## config.mk

```make
export PLATFORM = sky130hd
export DESIGN_NAME = alu
export DESIGN_NICKNAME = d
export VERILOG_FILES = /design/src/proc_pkg.sv /design/src/alu.sv
export SDC_FILE = /design/constraint.sdc
export NUM_CORES = 1
export LEC_CHECK = 0
export ABC_AREA = 1
export ABC_CLOCK_PERIOD_IN_PS = 7200
export BUFFER_PORTS_ARGS = -buffer_cell sky130_fd_sc_hd__buf_2
export CAP_MARGIN = 15
export CORE_MARGIN = 4
export CORE_UTILIZATION = 45
export DETAILED_ROUTE_END_ITERATION = 12
export PLACE_DENSITY = 0.68
export SYNTH_ARGS = -nofsm -noshare
export SYNTH_HDL_FRONTEND = slang
export SYNTH_SLANG_ARGS = --single-unit
export TNS_END_PERCENT = 5
```

## constraint.sdc

```tcl
create_clock -name vclk -period 7.2
set_input_delay 1.44 -clock vclk [all_inputs]
set_output_delay 1.44 -clock vclk [all_outputs]
set_load 0.005 [all_outputs]
```

## src/proc_pkg.sv

```systemverilog
// processor package: word types, opcode map and datapath select encodings
package proc_pkg;

    typedef logic [15:0] word_t;
    typedef logic [2:0]  reg_idx_t;

    ////////////////////
    // instruction opcodes, bits 15 to 11
    ////////////////////
    typedef enum logic [4:0] {
        OP_HALT  = 5'b00000,
        OP_NOP   = 5'b00001,
        OP_ADDI  = 5'b01000,
        OP_SUBI  = 5'b01001,
        OP_XORI  = 5'b01010,
        OP_ANDNI = 5'b01011,
        OP_ST    = 5'b10000,
        OP_LD    = 5'b10001,
        OP_LBI   = 5'b11000,
        OP_SLBI  = 5'b10010,
        OP_RTYPE = 5'b11011,
        OP_BEQZ  = 5'b01100,
        OP_BNEZ  = 5'b01101,
        OP_BLTZ  = 5'b01110,
        OP_BGEZ  = 5'b01111,
        OP_J     = 5'b00100,
        OP_JAL   = 5'b00110
    } opcode_e;

    // subtract is B minus A, and-not is A and not B
    typedef enum logic [2:0] {
        ALU_ADD, ALU_SUB, ALU_XOR, ALU_ANDN, ALU_PASSB
    } alu_op_e;

    ////////////////////
    // datapath selects
    ////////////////////
    typedef enum logic [1:0] {
        IMM5S, IMM5Z, IMM8S, IMM11S
    } imm_sel_e;

    typedef enum logic [1:0] {
        WB_MEM, WB_ALU, WB_LINK, WB_IMM
    } wb_sel_e;

    // destination field: rs 10:8, rt 7:5, rd 4:2, or fixed r7
    typedef enum logic [1:0] {
        DST_RS, DST_RT, DST_RD, DST_R7
    } dst_sel_e;

    typedef enum logic [2:0] {
        BR_NONE, BR_EQZ, BR_NEZ, BR_LTZ, BR_GEZ
    } br_cond_e;

endpackage

```

## src/alu.sv

```systemverilog
// 16-bit alu: add, subtract, xor, and-not, pass-b, with zero and sign of operand a
`timescale 1ns/10ps

module alu (
    input  proc_pkg::word_t   i_a,
    input  proc_pkg::word_t   i_b,
    input  proc_pkg::alu_op_e i_op,
    output proc_pkg::word_t   o_out,
    output logic              o_zero,
    output logic              o_neg
);

    always_comb begin
        case (i_op)
            proc_pkg::ALU_ADD:   o_out = i_a + i_b;
            // b minus a, so subi gives imm - rs
            proc_pkg::ALU_SUB:   o_out = i_b - i_a;
            proc_pkg::ALU_XOR:   o_out = i_a ^ i_b;
            proc_pkg::ALU_ANDN:  o_out = i_a & ~i_b;
            proc_pkg::ALU_PASSB: o_out = i_b;
            default:             o_out = i_a + i_b;
        endcase
    end

    // branch tests look at rs, which sits on operand a
    assign o_zero = (i_a == '0);
    assign o_neg  = i_a[15];

endmodule

```

==> out/results.txt <==
status: completed
final worst path period share: 76.4%
ANT cells: 0
largest family of logic cells by synthesized area: simple AND/OR/NAND/NOR gates
Placed Area: 2240 um^2
post-synthesis simple-gate area fraction: 41.0%
Hold Path Class: in2out
Area Overhead vs Synth: 15.4%
final setup TNS: 0 ns
sequential cell area: 0 um^2
Cell Rows: 23
Synth Area in XOR/XNOR: 8.12%
PortBufs: 53
DIE HEIGHT: 73.7 um
first-pass GRT wire length: 9690 um
vias in the first global route: 2093
drt drc: 0
startpoint types: input pin
Post-Syn Area: 1940 um^2
Setup Viol. Count Final: 0
all-layer global routing usage: 22.2%
Post-Synth Adder-Cell Area: 21.6%
maximum net fanout on the critical path: 6
Max-Cap Viols: 0
post-detailed-route wirelength per cell: 12.6 um
P_leak: 1.43 nW
die area: 5430 um^2
most frequent cells in the layout: 116 x nand2_1, 64 x inv_1, 53 x buf_2, 32 x nor2_1, 32 x ha_1
Die X: 73.7 um
Synth cell types: 31
largest area contributor in the netlist: nand2_1
Arrival @ worst endpoint: 4.06 ns
layout cell share with drive strength beyond 1: 15.8%
final count of hold timing violations: 0
largest net degree at the start of global routing: 18
Required @ worst endpoint: 5.76 ns
Max VDD drop: 0.0368 mV
design area: 2240 um^2
Fill cells: 458
syn nets: 425
# IOs: 53
DRT iter0 DRCs: 163
post-synthesis sequential area ratio: 0%
worst hold stages: 2
worst-margin pin slew: 0.839 ns
antenna violations before repair: 0
slew margin rel.: 43.9%
synth warn: 0
Resize count post-CTS: 0
RePlAce Congestion: 0.954
Core Util, Final: 54.8%
seq_cells: 0
Power per Cell Area: 89.9 nW/um^2
Detail Placement HPWL: 4720 um
Hold Buf Count CTS: 0
GR Overflow Total: 0
initial core utilization: 47.5%
Critical Path Sink Type: output pin
Synth area leaders: nand2_1 22%, ha_1 21%, inv_1 12%
RSZ-0062 raised after global routing: no
DR pass1 iterations: 4
via count: 2306
post-CTS setup buffers: 0
Core Area: 4090 um^2
Via-to-Cell Ratio: 5.06
Synth Area in Compound Gates: 14.6%
clock buffer count: 0
Final Critical Period: 5.50 ns
Setup CP Type: in2out
max-slew violations: 0
DRT antenna net count: 0
post-synthesis mux area share: 0%
drt total wl: 5760 um
f_max: 0.182 GHz
final net count: 476
average size of a mapped cell: 5.44 um^2
cell count after synthesis: 357
most common cell after layout, fill and taps aside: nand2_1
post-synth top area share: 22.4%
-- cell type report --
type / count / area (um^2) / share of cell area, %
well taps: 50 / 62.6 / 2.79
multi-input cells: 285 / 1660 / 74.0
repair buffers: 53 / 265 / 11.8
inverters: 68 / 255 / 11.4
-- layer usage --
| layer | GRT usage [%] | part of all wire, % | vias to the layer above | wire length, um |
|---|---|---|---|---|
| met2 | 35.6 | 43 | 55 | 2480 |
| met5 | 0 | 0 | - | 0 |
| met4 | 0.201 | 0 | 0 | 0 |
| met1 | 34.6 | 52 | 1004 | 2980 |
| met3 | 0.684 | 5.2 | 0 | 297 |
| li1 | - | - | 1247 | - |
-- worst max-delay path, cell delays in order --
cell      delay [ns]
buf_2           0.12
inv_1           0.08
ha_1            0.14
inv_1           0.04
nor2_1          0.12
nand3_1         0.15
nor3_1          0.28
nand3b_1        0.17
nand2_1         0.10
xor2_1          0.08
ha_1            0.40
inv_1           0.09
nor3_1          0.22
and2_1          0.16
nand2_1         0.09
nand2_1         0.08
nand2_1         0.05
nand2_1         0.05
nand2_1         0.04
nand2_1         0.06
buf_2           0.11
-- power by group --
| group | leakage, nW | switching [mW] | internal, mW | total (mW) |
|---|---|---|---|---|
| Sequential | 0 | 0 | 0 | 0 |
| Clock | 0 | 0 | 0 | 0 |
| Combinational | 1.43 | 0.121 | 0.0803 | 0.202 |
-- stage by stage --
step	power (mW)	hold WS, ns	std cells	setup WS [ns]
detailed placement	0.200	3.12	456	1.71
CTS	0.201	3.12	456	1.70
global route	0.232	3.14	456	1.34
floorplan	0.135	2.92	357	2.33
global placement	0.198	3.11	456	1.75
finish	0.202	3.12	456	1.70
-- logic make-up (layout without fill, tap and decap cells) --
logic type,count (synthesis),count (layout)
buffers and inverters,72,121
AO/OA/AOI/OAI,49,49
AND/OR/NAND/NOR,185,185
adder cells (fa/ha/maj),33,33
XOR/XNOR,18,18
-- path summary, 6_finish.rpt --
check             startpoint   endpoint  slack, ns
setup / recovery      i_a[0]  o_out[14]       1.70
hold / removal       i_a[15]      o_neg       3.12
-- synth_stat cells (4+ instances only) --
cell type and instances:
ha_1 32, xor2_1 14, nor2_1 32, o22ai_1 7
nand2_1 116, o21ai_0 6, xnor2_1 4, a221oi_1 5
inv_1 64, nand3_1 19, a21oi_1 25, nor3_1 4
inv_2 4
(Power assumes the default switching activity.)
