### src/proc_pkg.sv
// processor package: word types, opcode map and datapath select encodings
package proc_pkg;

    typedef logic [15:0] word_t;
    typedef logic [2:0]  reg_idx_t;

    ////////////////////
    // instruction opcodes, bits 15 to 11
    ////////////////////
    typedef enum logic [4:0] {
        OP_HALT  = 5'b00000,
        OP_NOP   = 5'b00001,
        OP_ADDI  = 5'b01000,
        OP_SUBI  = 5'b01001,
        OP_XORI  = 5'b01010,
        OP_ANDNI = 5'b01011,
        OP_ST    = 5'b10000,
        OP_LD    = 5'b10001,
        OP_LBI   = 5'b11000,
        OP_SLBI  = 5'b10010,
        OP_RTYPE = 5'b11011,
        OP_BEQZ  = 5'b01100,
        OP_BNEZ  = 5'b01101,
        OP_BLTZ  = 5'b01110,
        OP_BGEZ  = 5'b01111,
        OP_J     = 5'b00100,
        OP_JAL   = 5'b00110
    } opcode_e;

    // subtract is B minus A, and-not is A and not B
    typedef enum logic [2:0] {
        ALU_ADD, ALU_SUB, ALU_XOR, ALU_ANDN, ALU_PASSB
    } alu_op_e;

    ////////////////////
    // datapath selects
    ////////////////////
    typedef enum logic [1:0] {
        IMM5S, IMM5Z, IMM8S, IMM11S
    } imm_sel_e;

    typedef enum logic [1:0] {
        WB_MEM, WB_ALU, WB_LINK, WB_IMM
    } wb_sel_e;

    // destination field: rs 10:8, rt 7:5, rd 4:2, or fixed r7
    typedef enum logic [1:0] {
        DST_RS, DST_RT, DST_RD, DST_R7
    } dst_sel_e;

    typedef enum logic [2:0] {
        BR_NONE, BR_EQZ, BR_NEZ, BR_LTZ, BR_GEZ
    } br_cond_e;

endpackage

### src/control.sv
// instruction decoder: opcode and function bits to datapath control levels
`timescale 1ns/10ps

module control (
    input  logic [4:0]         i_opcode,
    input  logic [1:0]         i_func,
    output proc_pkg::alu_op_e  o_alu_op,
    output proc_pkg::imm_sel_e o_imm_sel,
    output logic               o_alu_src_imm,
    output proc_pkg::wb_sel_e  o_wb_sel,
    output proc_pkg::dst_sel_e o_dst_sel,
    output logic               o_reg_write,
    output logic               o_mem_read,
    output logic               o_mem_write,
    output proc_pkg::br_cond_e o_br_cond,
    output logic               o_jump,
    output logic               o_halt,
    output logic               o_illegal
);

    proc_pkg::opcode_e op;

    assign op = proc_pkg::opcode_e'(i_opcode);

    always_comb begin
        // safe defaults, nothing written
        o_alu_op      = proc_pkg::ALU_ADD;
        o_imm_sel     = proc_pkg::IMM5S;
        o_alu_src_imm = 1'b0;
        o_wb_sel      = proc_pkg::WB_ALU;
        o_dst_sel     = proc_pkg::DST_RT;
        o_reg_write   = 1'b0;
        o_mem_read    = 1'b0;
        o_mem_write   = 1'b0;
        o_br_cond     = proc_pkg::BR_NONE;
        o_jump        = 1'b0;
        o_halt        = 1'b0;
        o_illegal     = 1'b0;

        case (op)
            proc_pkg::OP_HALT: o_halt = 1'b1;
            proc_pkg::OP_NOP: ;

            // immediate alu ops write rt
            proc_pkg::OP_ADDI, proc_pkg::OP_SUBI,
            proc_pkg::OP_XORI, proc_pkg::OP_ANDNI: begin
                o_alu_src_imm = 1'b1;
                o_reg_write   = 1'b1;
                case (op)
                    proc_pkg::OP_SUBI:  o_alu_op = proc_pkg::ALU_SUB;
                    proc_pkg::OP_XORI:  o_alu_op = proc_pkg::ALU_XOR;
                    proc_pkg::OP_ANDNI: o_alu_op = proc_pkg::ALU_ANDN;
                    default:            o_alu_op = proc_pkg::ALU_ADD;
                endcase
                if (op == proc_pkg::OP_XORI || op == proc_pkg::OP_ANDNI) begin
                    o_imm_sel = proc_pkg::IMM5Z;
                end
            end

            proc_pkg::OP_RTYPE: begin
                o_dst_sel   = proc_pkg::DST_RD;
                o_reg_write = 1'b1;
                case (i_func)
                    2'b00:   o_alu_op = proc_pkg::ALU_ADD;
                    2'b01:   o_alu_op = proc_pkg::ALU_SUB;
                    2'b10:   o_alu_op = proc_pkg::ALU_XOR;
                    default: o_alu_op = proc_pkg::ALU_ANDN;
                endcase
            end

            // rs plus imm5 address
            proc_pkg::OP_ST: begin
                o_alu_src_imm = 1'b1;
                o_mem_write   = 1'b1;
            end
            proc_pkg::OP_LD: begin
                o_alu_src_imm = 1'b1;
                o_mem_read    = 1'b1;
                o_reg_write   = 1'b1;
                o_wb_sel      = proc_pkg::WB_MEM;
            end

            proc_pkg::OP_LBI: begin
                o_imm_sel   = proc_pkg::IMM8S;
                o_wb_sel    = proc_pkg::WB_IMM;
                o_dst_sel   = proc_pkg::DST_RS;
                o_reg_write = 1'b1;
            end
            // top level builds the shifted operand for pass-b
            proc_pkg::OP_SLBI: begin
                o_imm_sel     = proc_pkg::IMM8S;
                o_alu_src_imm = 1'b1;
                o_alu_op      = proc_pkg::ALU_PASSB;
                o_dst_sel     = proc_pkg::DST_RS;
                o_reg_write   = 1'b1;
            end

            proc_pkg::OP_BEQZ: begin
                o_imm_sel = proc_pkg::IMM8S;
                o_br_cond = proc_pkg::BR_EQZ;
            end
            proc_pkg::OP_BNEZ: begin
                o_imm_sel = proc_pkg::IMM8S;
                o_br_cond = proc_pkg::BR_NEZ;
            end
            proc_pkg::OP_BLTZ: begin
                o_imm_sel = proc_pkg::IMM8S;
                o_br_cond = proc_pkg::BR_LTZ;
            end
            proc_pkg::OP_BGEZ: begin
                o_imm_sel = proc_pkg::IMM8S;
                o_br_cond = proc_pkg::BR_GEZ;
            end

            proc_pkg::OP_J: begin
                o_imm_sel = proc_pkg::IMM11S;
                o_jump    = 1'b1;
            end
            // link into r7
            proc_pkg::OP_JAL: begin
                o_imm_sel   = proc_pkg::IMM11S;
                o_jump      = 1'b1;
                o_wb_sel    = proc_pkg::WB_LINK;
                o_dst_sel   = proc_pkg::DST_R7;
                o_reg_write = 1'b1;
            end

            default: o_illegal = 1'b1;
        endcase

        assert (!(o_illegal && o_reg_write))
        else $error("control: register write decoded for illegal opcode %h", i_opcode);
    end

endmodule

### config.mk
export PLATFORM = sky130hd
export DESIGN_NAME = control
export DESIGN_NICKNAME = d
export VERILOG_FILES = /design/src/proc_pkg.sv /design/src/control.sv
export SDC_FILE = /design/constraint.sdc
export NUM_CORES = 1
export LEC_CHECK = 0
export ABC_AREA = 1
export BUFFER_PORTS_ARGS = -buffer_cell sky130_fd_sc_hd__buf_2
export CAP_MARGIN = 15
export CORE_AREA = 2 2 39 41
export DETAILED_ROUTE_END_ITERATION = 10
export DIE_AREA = 0 0 41 43
export GPL_TIMING_DRIVEN = 0
export PLACE_DENSITY_LB_ADDON = 0.25
export SLEW_MARGIN = 20
export SYNTH_ARGS = -nofsm -noshare
export SYNTH_HDL_FRONTEND = slang
export SYNTH_SLANG_ARGS = --single-unit
### constraint.sdc
create_clock -name vclk -period 2.8
set_input_delay 0.84 -clock vclk [all_inputs]
set_output_delay 0.84 -clock vclk [all_outputs]
set_load 0.02 [all_outputs]
==> impl_metrics.csv <==
group,metric,value,unit
critical_path,worst-setup-path-type,"input port to primary output",
power_and_ir_drop,combPwrFrac,1.000,
sta,finalWorstSetupSlack,224,ps
synth,mappedNetlistArea,288,um2
floorplan,die_w,41,um
global_routing,grt_max_degree,11,
critical_path,worstPathRequired,1960,ps
drt,drtAntennaViolNets,0,
sta,hold_viol,0,
critical_path,cp_max_fo,7,
layout,final_area,438,um2
global_routing,antenna_found_initial,0,
power_and_ir_drop,sw_frac_of_total,0.685,
drt,vias,474,
global_routing,grt_use_met3,0,
layout,most-common-layout-cells,"buf_2 (27), nand2_1 (19), nor2_1 (12), nand3_1 (9), inv_1 (8)",
global_routing,grt-busiest-layer,"met1",
power_and_ir_drop,p_leak,0.298,nW
layout,final_common_cell,"buf_2",
power_and_ir_drop,irDropWorstVdd,55.9,uV
floorplan,num_rows,14,
synth,synth_top_area_share,0.248,
global_routing,met2_usage,0.181,
global_routing,grt_pass1_wl,1550,um
layout,final_util,0.316,
layout,regArea,0,um2
power_and_ir_drop,total_power,0.0676,mW
layout,syn_to_final_growth,52.2,%
power_and_ir_drop,p_per_area,154,nW/um2
global_routing,grt.total_usage,0.116,
drt,dr.pass1.iters,4,
synth,synth-seq-area-share,0,
critical_path,crit_path_start_kind,"input port",
power_and_ir_drop,power_frac_clock,0,
synth,synth-warning-count,0,
synth,yosys-top-cells-area,"nand2_1 (25%), nand3_1 (16%), nor2_1 (16%)",
global_routing,grt_pass1_vias,379,
drt,drt-total-wl,980,um
drt,drtIter0Drc,7,
place,dp_slack,239,ps
floorplan,initial_core_util,0.208,
global_routing,overflow,0,
floorplan,dieArea,1760,um2
sta,drv_slew,0,
place,hpwl,833,um
drt,route.detailed.drc,0,
layout,flops_and_latches,0,
layout,fillers,177,
sta,tns,0,ps
place,port_buffers,26,
synth,synth_area_leader_cell,"nand2_1",
clock_network,ctsHoldBuffers,0,
floorplan,core_area,1380,um2
synth,synth_cell_type_count,17,
floorplan,num_io_pins,26,
floorplan,die_h,43,um
synth,synthCells,62,
power_and_ir_drop,p_seq_frac,0,
place,gp_congestion,0.844,
synth,syn-num-nets,69,
power_and_ir_drop,p_switching,0.0463,mW
critical_path,endpoint_kind,"primary output",
clock_network,post-cts-setup-buffers,0,
sta,slew_headroom,0.801,
hold_path,hp-class,"input port to primary output",
sta,fin_crit_sh,0.920,
layout,insertedDiodeCount,0,
sta,max_freq,388,MHz
status,outcome,"finished, final reports clean",
drt,vias_per_cell,4.56,
drt,avgRoutedWirePerCell,9.42,um
synth,synth_area_per_cell,4.64,um2
global_routing,met1_usage,0.184,
clock_network,post_cts_resized,0,
sta,finalCriticalPeriod,2580,ps
layout,nNetsFinal,97,
sta,setup_violations,0,
run,drv_cap,0,
sta,tightest_slew,298,ps
layout,multi_input_area,249,um2
power_and_ir_drop,power.internal,0.0213,mW
layout,clockBufferCount,0,
critical_path,worstPathArrival,1740,ps
place,placed_cell_area,438,um2
sta,rsz0062_at_grt,"no",
layout,drive_gt1_frac,0.375,
per-layer routing:
metal | part of all wire | vias to the layer above
li1 | - | 255
met1 | 0.49 | 203
met2 | 0.44 | 16
met3 | 0.063 | 0
met4 | 0 | 0
met5 | 0 | -
area by class of cell:
type,instances,area share
multi-input cells,52,0.569
plain buffers,1,0.0114
inverters,9,0.0771
well taps,16,0.0457
repair buffers,26,0.297
worst paths after layout:
kind | start | endpoint | slack (ps) | cells after the start
max | i_opcode[3] | o_reg_write | 220 | 7
min | i_func[1] | o_alu_op[1] | 1990 | 4
critical path, stage by stage:
cell and delay (ps):
buf_2 140, nor2_1 210, nand2_1 120, nor2_1 150
nor2_1 50, nand3_1 50, buf_2 160
power by group through the flow:
| stage | Combinational, mW | Sequential (mW) | Clock [mW] |
|---|---|---|---|
| 2_1_floorplan | 0.0434 | 0 | 0 |
| 3_3_place_gp | 0.0676 | 0 | 0 |
| 3_5_place_dp | 0.0677 | 0 | 0 |
| 4_1_cts | 0.0679 | 0 | 0 |
| 5_1_grt | 0.0755 | 0 | 0 |
| 6_report | 0.0676 | 0 | 0 |
stage by stage:
stage	cells	hold slack [ps]
after floorplan	62	1760
after global placement	104	1990
after detailed placement	104	1990
after CTS	104	2000
after global routing	104	2020
final	104	1990
logic make-up after synthesis:
family	after synthesis	share of synthesized area
buf+inv	10	0.135
simple gates	47	0.757
compound gates	5	0.109
synthesized netlist by cell type, drive strengths merged:
library cell and number:
a21oi 1, buf 1, inv 9, nand2 20
nand3 10, nand4 1, nor2 14, nor3 1
nor4 1, o211ai 1, o21ai 3
No activity file was read; power rests on OpenSTA's default activity.
